## src/hw/cpu_word_pkg.sv

```systemverilog
`default_nettype none

package cpu_word_pkg;

	// Machine word of the minicomputer
	localparam int word_w = 16;
	localparam int word_msb = word_w - 1;

	typedef logic [word_msb:0] word_t;

	// User bits 9..15 of R0
	localparam int usr_w = 7;

	// R0 in architecture order, bit 0 sits at the MSB end
	typedef struct packed {
		// Zero
		logic z;
		// Minus, sign of the last result
		logic m;
		// Sticky overflow
		logic v;
		// Carry out
		logic c;
		// Compare less, equal, greater
		logic l;
		logic e;
		logic g;
		// Bits shifted out left and right
		logic y;
		logic x;
		logic [usr_w-1:0] usr;
	} r0_flags_t;

	// Same sixteen bits, raw or by flag name
	typedef union packed {
		word_t w;
		r0_flags_t f;
	} r0_word_t;

	// Host register map
	typedef logic [2:0] addr_t;

	localparam addr_t addr_a = 3'd0;
	localparam addr_t addr_b = 3'd1;
	localparam addr_t addr_cmd = 3'd2;
	localparam addr_t addr_r0 = 3'd3;
	localparam addr_t addr_res = 3'd4;

endpackage

`default_nettype wire

```

## src/hw/cpu_op_pkg.sv

```systemverilog
`default_nettype none

package cpu_op_pkg;

	// Operation codes, carried in the low bits of a command
	typedef enum logic [2:0] {
		add = 3'd0,
		sub = 3'd1,
		cmp = 3'd2,
		and_op = 3'd3,
		or_op = 3'd4,
		shl = 3'd5,
		shr = 3'd6,
		ldr0 = 3'd7
	} op_t;

	// Top bit of the opcode field in the command word
	localparam int cmd_op_hi = 2;

	// Flag update strobes, named after the R0 control lines
	typedef struct packed {
		logic ust_z;
		logic ust_mc;
		logic ust_v;
		logic cleg;
		logic ust_y;
		logic ust_x;
		logic load_all;
	} upd_t;

endpackage

`default_nettype wire

```

## src/hw/op_if.sv

```systemverilog
`timescale 1ns/1ps
`default_nettype none

interface op_if;

	// One decoded operation per valid cycle
	logic valid;
	cpu_op_pkg::op_t op;
	cpu_word_pkg::word_t a;
	// B as the adder sees it
	cpu_word_pkg::word_t b_eff;
	logic carry_in;
	cpu_op_pkg::upd_t upd;

	modport decode (
		output valid, op, a, b_eff, carry_in, upd
	);

	modport alu (
		input valid, op, a, b_eff, carry_in, upd
	);

endinterface

`default_nettype wire

```

## src/hw/flag_if.sv

```systemverilog
`timescale 1ns/1ps
`default_nettype none

interface flag_if;

	logic valid;
	cpu_op_pkg::upd_t upd;
	// Result zero and sign
	logic zs;
	logic s_1;
	// Signed overflow
	logic s0;
	logic carry;
	// Compare outcome
	logic vl;
	logic ve;
	logic vg;
	// Shifted-out bits
	logic exy;
	logic exx;
	// Word for a whole R0 load
	cpu_word_pkg::word_t ldw;

	modport alu (
		output valid, upd, zs, s_1, s0, carry, vl, ve, vg, exy, exx, ldw
	);

	modport flags (
		input valid, upd, zs, s_1, s0, carry, vl, ve, vg, exy, exx, ldw
	);

endinterface

`default_nettype wire

```

## src/hw/bus_slave.sv

```systemverilog
`timescale 1ns/1ps
`default_nettype none

module bus_slave (
	input wire logic lrp,
	input wire logic zer_,
	input wire logic cyc,
	input wire logic stb,
	input wire logic we,
	input wire cpu_word_pkg::addr_t adr,
	input wire cpu_word_pkg::word_t dat_w,
	output cpu_word_pkg::word_t dat_r,
	output logic ack,
	input wire cpu_word_pkg::word_t r0,
	input wire cpu_word_pkg::word_t result,
	output logic cmd_valid,
	output cpu_op_pkg::op_t cmd_op,
	output cpu_word_pkg::word_t a,
	output cpu_word_pkg::word_t b
);

	logic req;
	logic wr_cmd;

	// New request only while ack is low, so each transfer takes two cycles
	assign req = cyc && stb && !ack;
	assign wr_cmd = req && we && (adr == cpu_word_pkg::addr_cmd);

	// Ack, operand stores and command pulse all land on the same edge
	always_ff @(posedge lrp or negedge zer_) begin
		if (!zer_) begin
			ack <= 1'b0;
			cmd_valid <= 1'b0;
			a <= '0;
			b <= '0;
		end else begin
			ack <= req;
			// Pulse lines up with the ack cycle
			cmd_valid <= wr_cmd;
			if (req && we) begin
				case (adr)
					cpu_word_pkg::addr_a: a <= dat_w;
					cpu_word_pkg::addr_b: b <= dat_w;
					default: ;
				endcase
			end
		end
	end

	// Opcode only matters while cmd_valid is high
	always_ff @(posedge lrp) begin
		if (wr_cmd)
			cmd_op <= cpu_op_pkg::op_t'(dat_w[cpu_op_pkg::cmd_op_hi:0]);
	end

	// Read mux, holes in the map read as zero
	always_comb begin
		case (adr)
			cpu_word_pkg::addr_a: dat_r = a;
			cpu_word_pkg::addr_b: dat_r = b;
			cpu_word_pkg::addr_r0: dat_r = r0;
			cpu_word_pkg::addr_res: dat_r = result;
			default: dat_r = '0;
		endcase
	end

endmodule

`default_nettype wire

```

## src/hw/op_decode.sv

```systemverilog
`timescale 1ns/1ps
`default_nettype none

module op_decode (
	input wire logic lrp,
	input wire logic zer_,
	input wire logic cmd_valid,
	input wire cpu_op_pkg::op_t cmd_op,
	input wire cpu_word_pkg::word_t a,
	input wire cpu_word_pkg::word_t b,
	op_if.decode o
);

	cpu_op_pkg::upd_t upd_d;
	logic subtract;

	// Sub and cmp run through the adder as a + ~b + 1
	assign subtract = (cmd_op == cpu_op_pkg::sub) || (cmd_op == cpu_op_pkg::cmp);

	// Which R0 groups each operation touches
	always_comb begin
		upd_d = '0;
		case (cmd_op)
			cpu_op_pkg::add, cpu_op_pkg::sub: begin
				upd_d.ust_z = 1'b1;
				upd_d.ust_mc = 1'b1;
				upd_d.ust_v = 1'b1;
			end
			// Compare leaves everything but L, E, G alone
			cpu_op_pkg::cmp: upd_d.cleg = 1'b1;
			cpu_op_pkg::and_op, cpu_op_pkg::or_op: begin
				upd_d.ust_z = 1'b1;
				upd_d.ust_mc = 1'b1;
			end
			cpu_op_pkg::shl: begin
				upd_d.ust_z = 1'b1;
				upd_d.ust_mc = 1'b1;
				upd_d.ust_y = 1'b1;
			end
			cpu_op_pkg::shr: begin
				upd_d.ust_z = 1'b1;
				upd_d.ust_mc = 1'b1;
				upd_d.ust_x = 1'b1;
			end
			cpu_op_pkg::ldr0: upd_d.load_all = 1'b1;
			default: ;
		endcase
	end

	// Control side of the stage
	always_ff @(posedge lrp or negedge zer_) begin
		if (!zer_) begin
			o.valid <= 1'b0;
			o.upd <= '0;
		end else begin
			o.valid <= cmd_valid;
			o.upd <= upd_d;
		end
	end

	// Operands follow along, qualified by valid downstream
	always_ff @(posedge lrp) begin
		o.op <= cmd_op;
		o.a <= a;
		o.b_eff <= subtract ? ~b : b;
		o.carry_in <= subtract;
	end

endmodule

`default_nettype wire

```

## src/hw/alu_stage.sv

```systemverilog
`timescale 1ns/1ps
`default_nettype none

module alu_stage (
	input wire logic lrp,
	input wire logic zer_,
	op_if.alu i,
	flag_if.alu o,
	output cpu_word_pkg::word_t result
);

	localparam int msb = cpu_word_pkg::word_msb;

	logic [msb+1:0] sum;
	cpu_word_pkg::word_t res_d;
	logic ovf;
	logic lt;
	logic diff_zero;
	logic carry_d;
	logic s0_d;
	logic exy_d;
	logic exx_d;

	always_comb begin
		// One adder for add, sub and cmp
		sum = {1'b0, i.a} + {1'b0, i.b_eff} + {{msb+1{1'b0}}, i.carry_in};
		// Same-sign inputs giving a different-sign sum
		ovf = (i.a[msb] == i.b_eff[msb]) && (sum[msb] != i.a[msb]);
		// Signed less-than from the difference sign corrected by overflow
		lt = sum[msb] ^ ovf;
		diff_zero = (sum[msb:0] == '0);
		res_d = sum[msb:0];
		carry_d = 1'b0;
		s0_d = 1'b0;
		exy_d = 1'b0;
		exx_d = 1'b0;
		case (i.op)
			cpu_op_pkg::add, cpu_op_pkg::sub, cpu_op_pkg::cmp: begin
				carry_d = sum[msb+1];
				s0_d = ovf;
			end
			// Logic ops leave C cleared
			cpu_op_pkg::and_op: res_d = i.a & i.b_eff;
			cpu_op_pkg::or_op: res_d = i.a | i.b_eff;
			cpu_op_pkg::shl: begin
				res_d = {i.a[msb-1:0], 1'b0};
				exy_d = i.a[msb];
			end
			cpu_op_pkg::shr: begin
				res_d = {1'b0, i.a[msb:1]};
				exx_d = i.a[0];
			end
			// Loaded word shows up as the result too
			cpu_op_pkg::ldr0: res_d = i.b_eff;
			default: ;
		endcase
	end

	// Control side and the host-visible result
	always_ff @(posedge lrp or negedge zer_) begin
		if (!zer_) begin
			o.valid <= 1'b0;
			o.upd <= '0;
			result <= '0;
		end else begin
			o.valid <= i.valid;
			o.upd <= i.upd;
			if (i.valid)
				result <= res_d;
		end
	end

	// Condition lines for the flag register
	always_ff @(posedge lrp) begin
		o.zs <= (res_d == '0);
		o.s_1 <= res_d[msb];
		o.s0 <= s0_d;
		o.carry <= carry_d;
		o.vl <= lt;
		o.ve <= diff_zero;
		o.vg <= !lt && !diff_zero;
		o.exy <= exy_d;
		o.exx <= exx_d;
		// B passes untouched for ldr0
		o.ldw <= i.b_eff;
	end

endmodule

`default_nettype wire

```

## src/hw/flag_reg.sv

```systemverilog
`timescale 1ns/1ps
`default_nettype none

module flag_reg (
	input wire logic lrp,
	input wire logic zer_,
	flag_if.flags i,
	output cpu_word_pkg::word_t r0
);

	cpu_word_pkg::r0_word_t r0_q;
	logic load;

	assign load = i.valid && i.upd.load_all;
	assign r0 = r0_q.w;

	always_ff @(posedge lrp or negedge zer_) begin
		if (!zer_) begin
			r0_q <= '0;
		end else if (load) begin
			// Whole word, user bits and V included
			r0_q.w <= i.ldw;
		end else if (i.valid) begin
			if (i.upd.ust_z)
				r0_q.f.z <= i.zs;
			// M and C share one strobe
			if (i.upd.ust_mc) begin
				r0_q.f.m <= i.s_1;
				r0_q.f.c <= i.carry;
			end
			// V only accumulates
			if (i.upd.ust_v)
				r0_q.f.v <= r0_q.f.v | i.s0;
			if (i.upd.cleg) begin
				r0_q.f.l <= i.vl;
				r0_q.f.e <= i.ve;
				r0_q.f.g <= i.vg;
			end
			if (i.upd.ust_y)
				r0_q.f.y <= i.exy;
			if (i.upd.ust_x)
				r0_q.f.x <= i.exx;
		end
	end

	// Sticky overflow drops only through a whole load
	assert property (@(posedge lrp) disable iff (!zer_)
		$fell(r0_q.f.v) |-> $past(load))
		else $error("V cleared without ldr0");

	// Compare outcome from the ALU is one-hot around E
	assert property (@(posedge lrp) disable iff (!zer_)
		(i.valid && i.upd.cleg && !i.upd.load_all) |=>
			!(r0_q.f.e && r0_q.f.l) && !(r0_q.f.e && r0_q.f.g))
		else $error("E set together with L or G");

	// Arithmetic never touches the user field
	assert property (@(posedge lrp) disable iff (!zer_)
		!$stable(r0_q.f.usr) |-> $past(load))
		else $error("user bits changed without ldr0");

endmodule

`default_nettype wire

```

## src/hw/flag_unit.sv

```systemverilog
`timescale 1ns/1ps
`default_nettype none

module flag_unit (
	input wire logic lrp,
	input wire logic zer_,
	input wire logic cyc,
	input wire logic stb,
	input wire logic we,
	input wire logic [2:0] adr,
	input wire logic [15:0] dat_w,
	output logic [15:0] dat_r,
	output logic ack
);

	cpu_word_pkg::word_t r0;
	cpu_word_pkg::word_t result;
	cpu_word_pkg::word_t a;
	cpu_word_pkg::word_t b;
	logic cmd_valid;
	cpu_op_pkg::op_t cmd_op;

	// Decode to ALU, then ALU to R0
	op_if u_op ();
	flag_if u_flag ();

	bus_slave i_bus (
		.lrp(lrp),
		.zer_(zer_),
		.cyc(cyc),
		.stb(stb),
		.we(we),
		.adr(adr),
		.dat_w(dat_w),
		.dat_r(dat_r),
		.ack(ack),
		.r0(r0),
		.result(result),
		.cmd_valid(cmd_valid),
		.cmd_op(cmd_op),
		.a(a),
		.b(b)
	);

	op_decode i_dec (
		.lrp(lrp),
		.zer_(zer_),
		.cmd_valid(cmd_valid),
		.cmd_op(cmd_op),
		.a(a),
		.b(b),
		.o(u_op.decode)
	);

	alu_stage i_alu (
		.lrp(lrp),
		.zer_(zer_),
		.i(u_op.alu),
		.o(u_flag.alu),
		.result(result)
	);

	// R0 settles three edges after the command ack
	flag_reg i_r0 (
		.lrp(lrp),
		.zer_(zer_),
		.i(u_flag.flags),
		.r0(r0)
	);

endmodule

`default_nettype wire

```

## config.mk

```make
export PLATFORM = sky130hd
export DESIGN_NAME = flag_unit
export DESIGN_NICKNAME = d
export VERILOG_FILES = /design/src/hw/cpu_word_pkg.sv /design/src/hw/cpu_op_pkg.sv /design/src/hw/op_if.sv /design/src/hw/flag_if.sv /design/src/hw/bus_slave.sv /design/src/hw/op_decode.sv /design/src/hw/alu_stage.sv /design/src/hw/flag_reg.sv /design/src/hw/flag_unit.sv
export SDC_FILE = /design/constraint.sdc
export NUM_CORES = 1
export LEC_CHECK = 0
export ABC_AREA = 0
export ABC_CLOCK_PERIOD_IN_PS = 3000
export BUFFER_PORTS_ARGS = -buffer_cell sky130_fd_sc_hd__buf_2
export CAP_MARGIN = 5
export CORE_ASPECT_RATIO = 0.75
export CORE_MARGIN = 5
export CORE_UTILIZATION = 55
export DETAILED_ROUTE_END_ITERATION = 6
export GPL_ROUTABILITY_DRIVEN = 0
export GPL_TIMING_DRIVEN = 0
export PLACE_DENSITY_LB_ADDON = 0.1
export SLEW_MARGIN = 20
export SYNTH_ARGS = -nofsm -noshare
export SYNTH_HDL_FRONTEND = slang
export SYNTH_SLANG_ARGS = --single-unit
```

## constraint.sdc

```tcl
create_clock -name lrp -period 3 [get_ports lrp]
set_input_delay 0 -clock lrp [delete_from_list [all_inputs] [get_ports lrp]]
set_output_delay 0 -clock lrp [all_outputs]
set_load 0.01 [all_outputs]
```

==> results.sh <==
export IMPL_outcome="complete, no violations"
export IMPL_clk_pin_slew_ns=0.06
export IMPL_h_tree_depth=4
export IMPL_hold_viol=0
export IMPL_leakagePower_uw=0.00382
export IMPL_via_per_inst=5.83
export IMPL_yosys_top_cells_area="dfrtp_1 29%, dfxtp_1 18%, mux2_2 8.1%, ha_1 5.9%, a22oi_1 3.9%"
export IMPL_crit_path_max_fanout=3
export IMPL_finalSetupViolations=0
export IMPL_synth_seq_area_share_pct=48.7
export IMPL_grt_pass1_wl_um=29200
export IMPL_p_total_uw=5740
export IMPL_layout_commonest_cell="dfrtp_1"
export IMPL_grt_use_total_pct=25.4
export IMPL_ys_flop_type="dfrtp_1"
export IMPL_synth_top_cell_area_share_pct=29.4
export IMPL_avgSynthCellArea_um2=10.6
export IMPL_pwr_density_cell_nw_per_um2=702
export IMPL_slew_viol_final=0
export IMPL_ys_types=58
export IMPL_numCtsBuffers=17
export IMPL_post_route_cells_drive_above_1_share_pct=21.8
export IMPL_io_pins=41
export IMPL_critical_path_max_stage_delay_ns=0.41
export IMPL_die_x_um=138
export IMPL_fin_skew_ns=0.0115
export IMPL_cts_sinks=144
export IMPL_hpwl_um=13600
export IMPL_crit_required_ns=3.30
export IMPL_relSlewSlack_pct=29.6
export IMPL_multi_input_area_um2=3290
export IMPL_synth_top_area_cell="dfrtp_1"
export IMPL_startpoint_type="flop"
export IMPL_synth_cells=644
export IMPL_core_region_area_um2=12200
export IMPL_worstPathCellList="inv_4, fa_2, fa_2, buf_4, xor2_1, nand4_1, a2111oi_2, nand4_1, a2111oi_2, and4bb_2, nor2_2"
export IMPL_post_drt_wl_per_cell_um=20.0
export IMPL_ant_nets=0
export IMPL_dr_total_vias=5296
export IMPL_area_delta_synth_final_pct=20.0
export IMPL_grt_antenna_before_repair=0
export IMPL_yosys_register_bits=144
export IMPL_grt_max_degree=51
export IMPL_yosysWarnings=0
export IMPL_initial_core_util_pct=55.7
export IMPL_worstPathArrival_ns=3.23
export IMPL_drt_pass1_iter_count=6
export IMPL_synth_nets=702
export IMPL_cts_root_buffer="clkbuf_16"
export IMPL_async_flop_share_pct=55.6
export IMPL_synth_edf_count=3
export IMPL_drv_cap=0
export IMPL_synth_area_um2=6810
export IMPL_grt_pass1_vias=5230
export IMPL_drc=0
export IMPL_cts_tree="done"
export IMPL_regArea_um2=3320
export IMPL_clk_latency_ns=0.42
export IMPL_tns_ns=0
export IMPL_nNetsFinal=788
export IMPL_io_buffers=40
export IMPL_irDropWorstVdd_v=0.000465
export IMPL_rows=35
export IMPL_cp_end_kind="flop"
export IMPL_diodes=0
export IMPL_routed_wl_um=18200
export IMPL_layout_common_cells="80 x dfrtp_1, 69 x nand2_1, 59 x dfxtp_1"
export IMPL_die_h_um=106
export IMPL_whs_ns=0.0625
export IMPL_min_path_type="input port to async pin"
export IMPL_clock_path_buffers=2
export IMPL_worst_pin_slew_ns=1.05
export IMPL_crit_slowest_cell="fa_2"
export IMPL_fillers=933
export IMPL_grt_overflow=0
export IMPL_max_freq_mhz=341
export IMPL_die_area_um2=14700
export IMPL_period_needed_ns=2.93
export IMPL_crit_type="flop to flop"
export IMPL_drt_first_iter_violations=509
export IMPL_period_share_pct=97.6
## stage by stage
step	cells	util (%)	instance area (um^2)	setup slack, ns
final	909	66.9	8170	0.0706
after global routing	909	66.9	8170	-0.00686
after detailed placement	851	59.3	7250	-0.358
after floorplan	644	-	6810	0.295
after CTS	908	66.4	8110	0.0132
after global placement	850	59.1	7220	-0.346
## critical path, delay by kind of cell (launching register included)
family / cells / cell delay [ns]
adder cells (fa/ha/maj): 2 / 0.79
AND/OR/NAND/NOR: 4 / 0.74
XOR/XNOR: 1 / 0.20
flip-flops: 1 / 0.37
buffers and inverters: 2 / 0.20
AO/OA/AOI/OAI: 2 / 0.52
## synthesized netlist by cell type, drive strengths merged (21+ instances only)
cell type / instances
dfrtp: 80
nand2: 69
dfxtp: 61
mux2: 50
inv: 42
a22oi: 35
o21ai: 35
ha: 32
nor2: 28
a21oi: 22
xor2: 22
clkbuf: 21
## registers in the layout (all words and copies together) (netlist names), 3 cells and up
signal	count
i_alu.o.ldw	16
i_alu.o.upd	6
i_alu.result	16
i_bus.a	16
i_bus.b	16
i_bus.cmd_op	3
i_dec.o.a	16
i_dec.o.b_eff	16
i_dec.o.op	3
i_dec.o.upd	6
i_r0.r0	16
## logic make-up (layout without fill, tap and decap cells)
| kind of cell | Yosys count | in the layout | share of synthesized area [%] |
|---|---|---|---|
| multiplexers | 61 | 61 | 11.4 |
| flip-flops | 144 | 144 | 48.7 |
| AND/OR/NAND/NOR | 155 | 155 | 11.0 |
| XOR/XNOR | 28 | 28 | 3.60 |
| buffers and inverters | 73 | 172 | 4.15 |
| adder cells (fa/ha/maj) | 34 | 34 | 6.47 |
| AO/OA/AOI/OAI | 149 | 149 | 14.7 |
## final timing paths
check	from	slack, ns	endpoint	cells after the start
min in group lrp	dat_w[0]	0.33	i_bus.cmd_op[0]	2
max in group asynchronous	zer_	2.34	i_alu.result[15]	3
max	i_dec.o.a[0]	0.07	i_alu.o.vg	11
min reg2reg	i_dec.o.upd[3]	0.35	i_alu.o.upd[3]	0
max reg2reg	i_dec.o.a[0]	0.07	i_alu.o.vg	11
min	zer_	0.06	i_bus.a[2]	2
## layer usage
metal  global-route usage, %  up-vias  routed length, um  part of all wire (%)
met5                       0        -                  0                     0
met4                    6.35        0                153                  0.84
met3                    5.35       14               1410                   7.8
met2                    37.0      224               7870                    43
met1                    38.7     2586               8740                    48
li1                        -     2472                  -                     -
## final cells by class
class | count | area share, %
multi-input combinational | 427 | 40.3
tap | 166 | 2.54
sequential | 144 | 40.6
clock buffer | 18 | 5.25
timing repair buffer | 67 | 5.93
inverter | 42 | 1.96
buffer | 31 | 1.53
clock inverter | 14 | 1.87
## power by group
group	total (uW)	leakage, uW	switching [uW]	internal (uW)
registers	2460	0.00159	251	2210
logic	1250	0.00195	692	555
clock network	2030	0.000275	857	1170
## what timing repair did
item / in CTS / in global routing
hold buffers: 22 / 0
resized for setup: 17 / 16
gates cloned: 0 / 0
endpoints found under the hold margin: 120 / 0
setup buffers: 3 / 1
endpoints found under the setup margin: 4 / 6
pin swaps: 6 / 14
(Power assumes the default switching activity.)
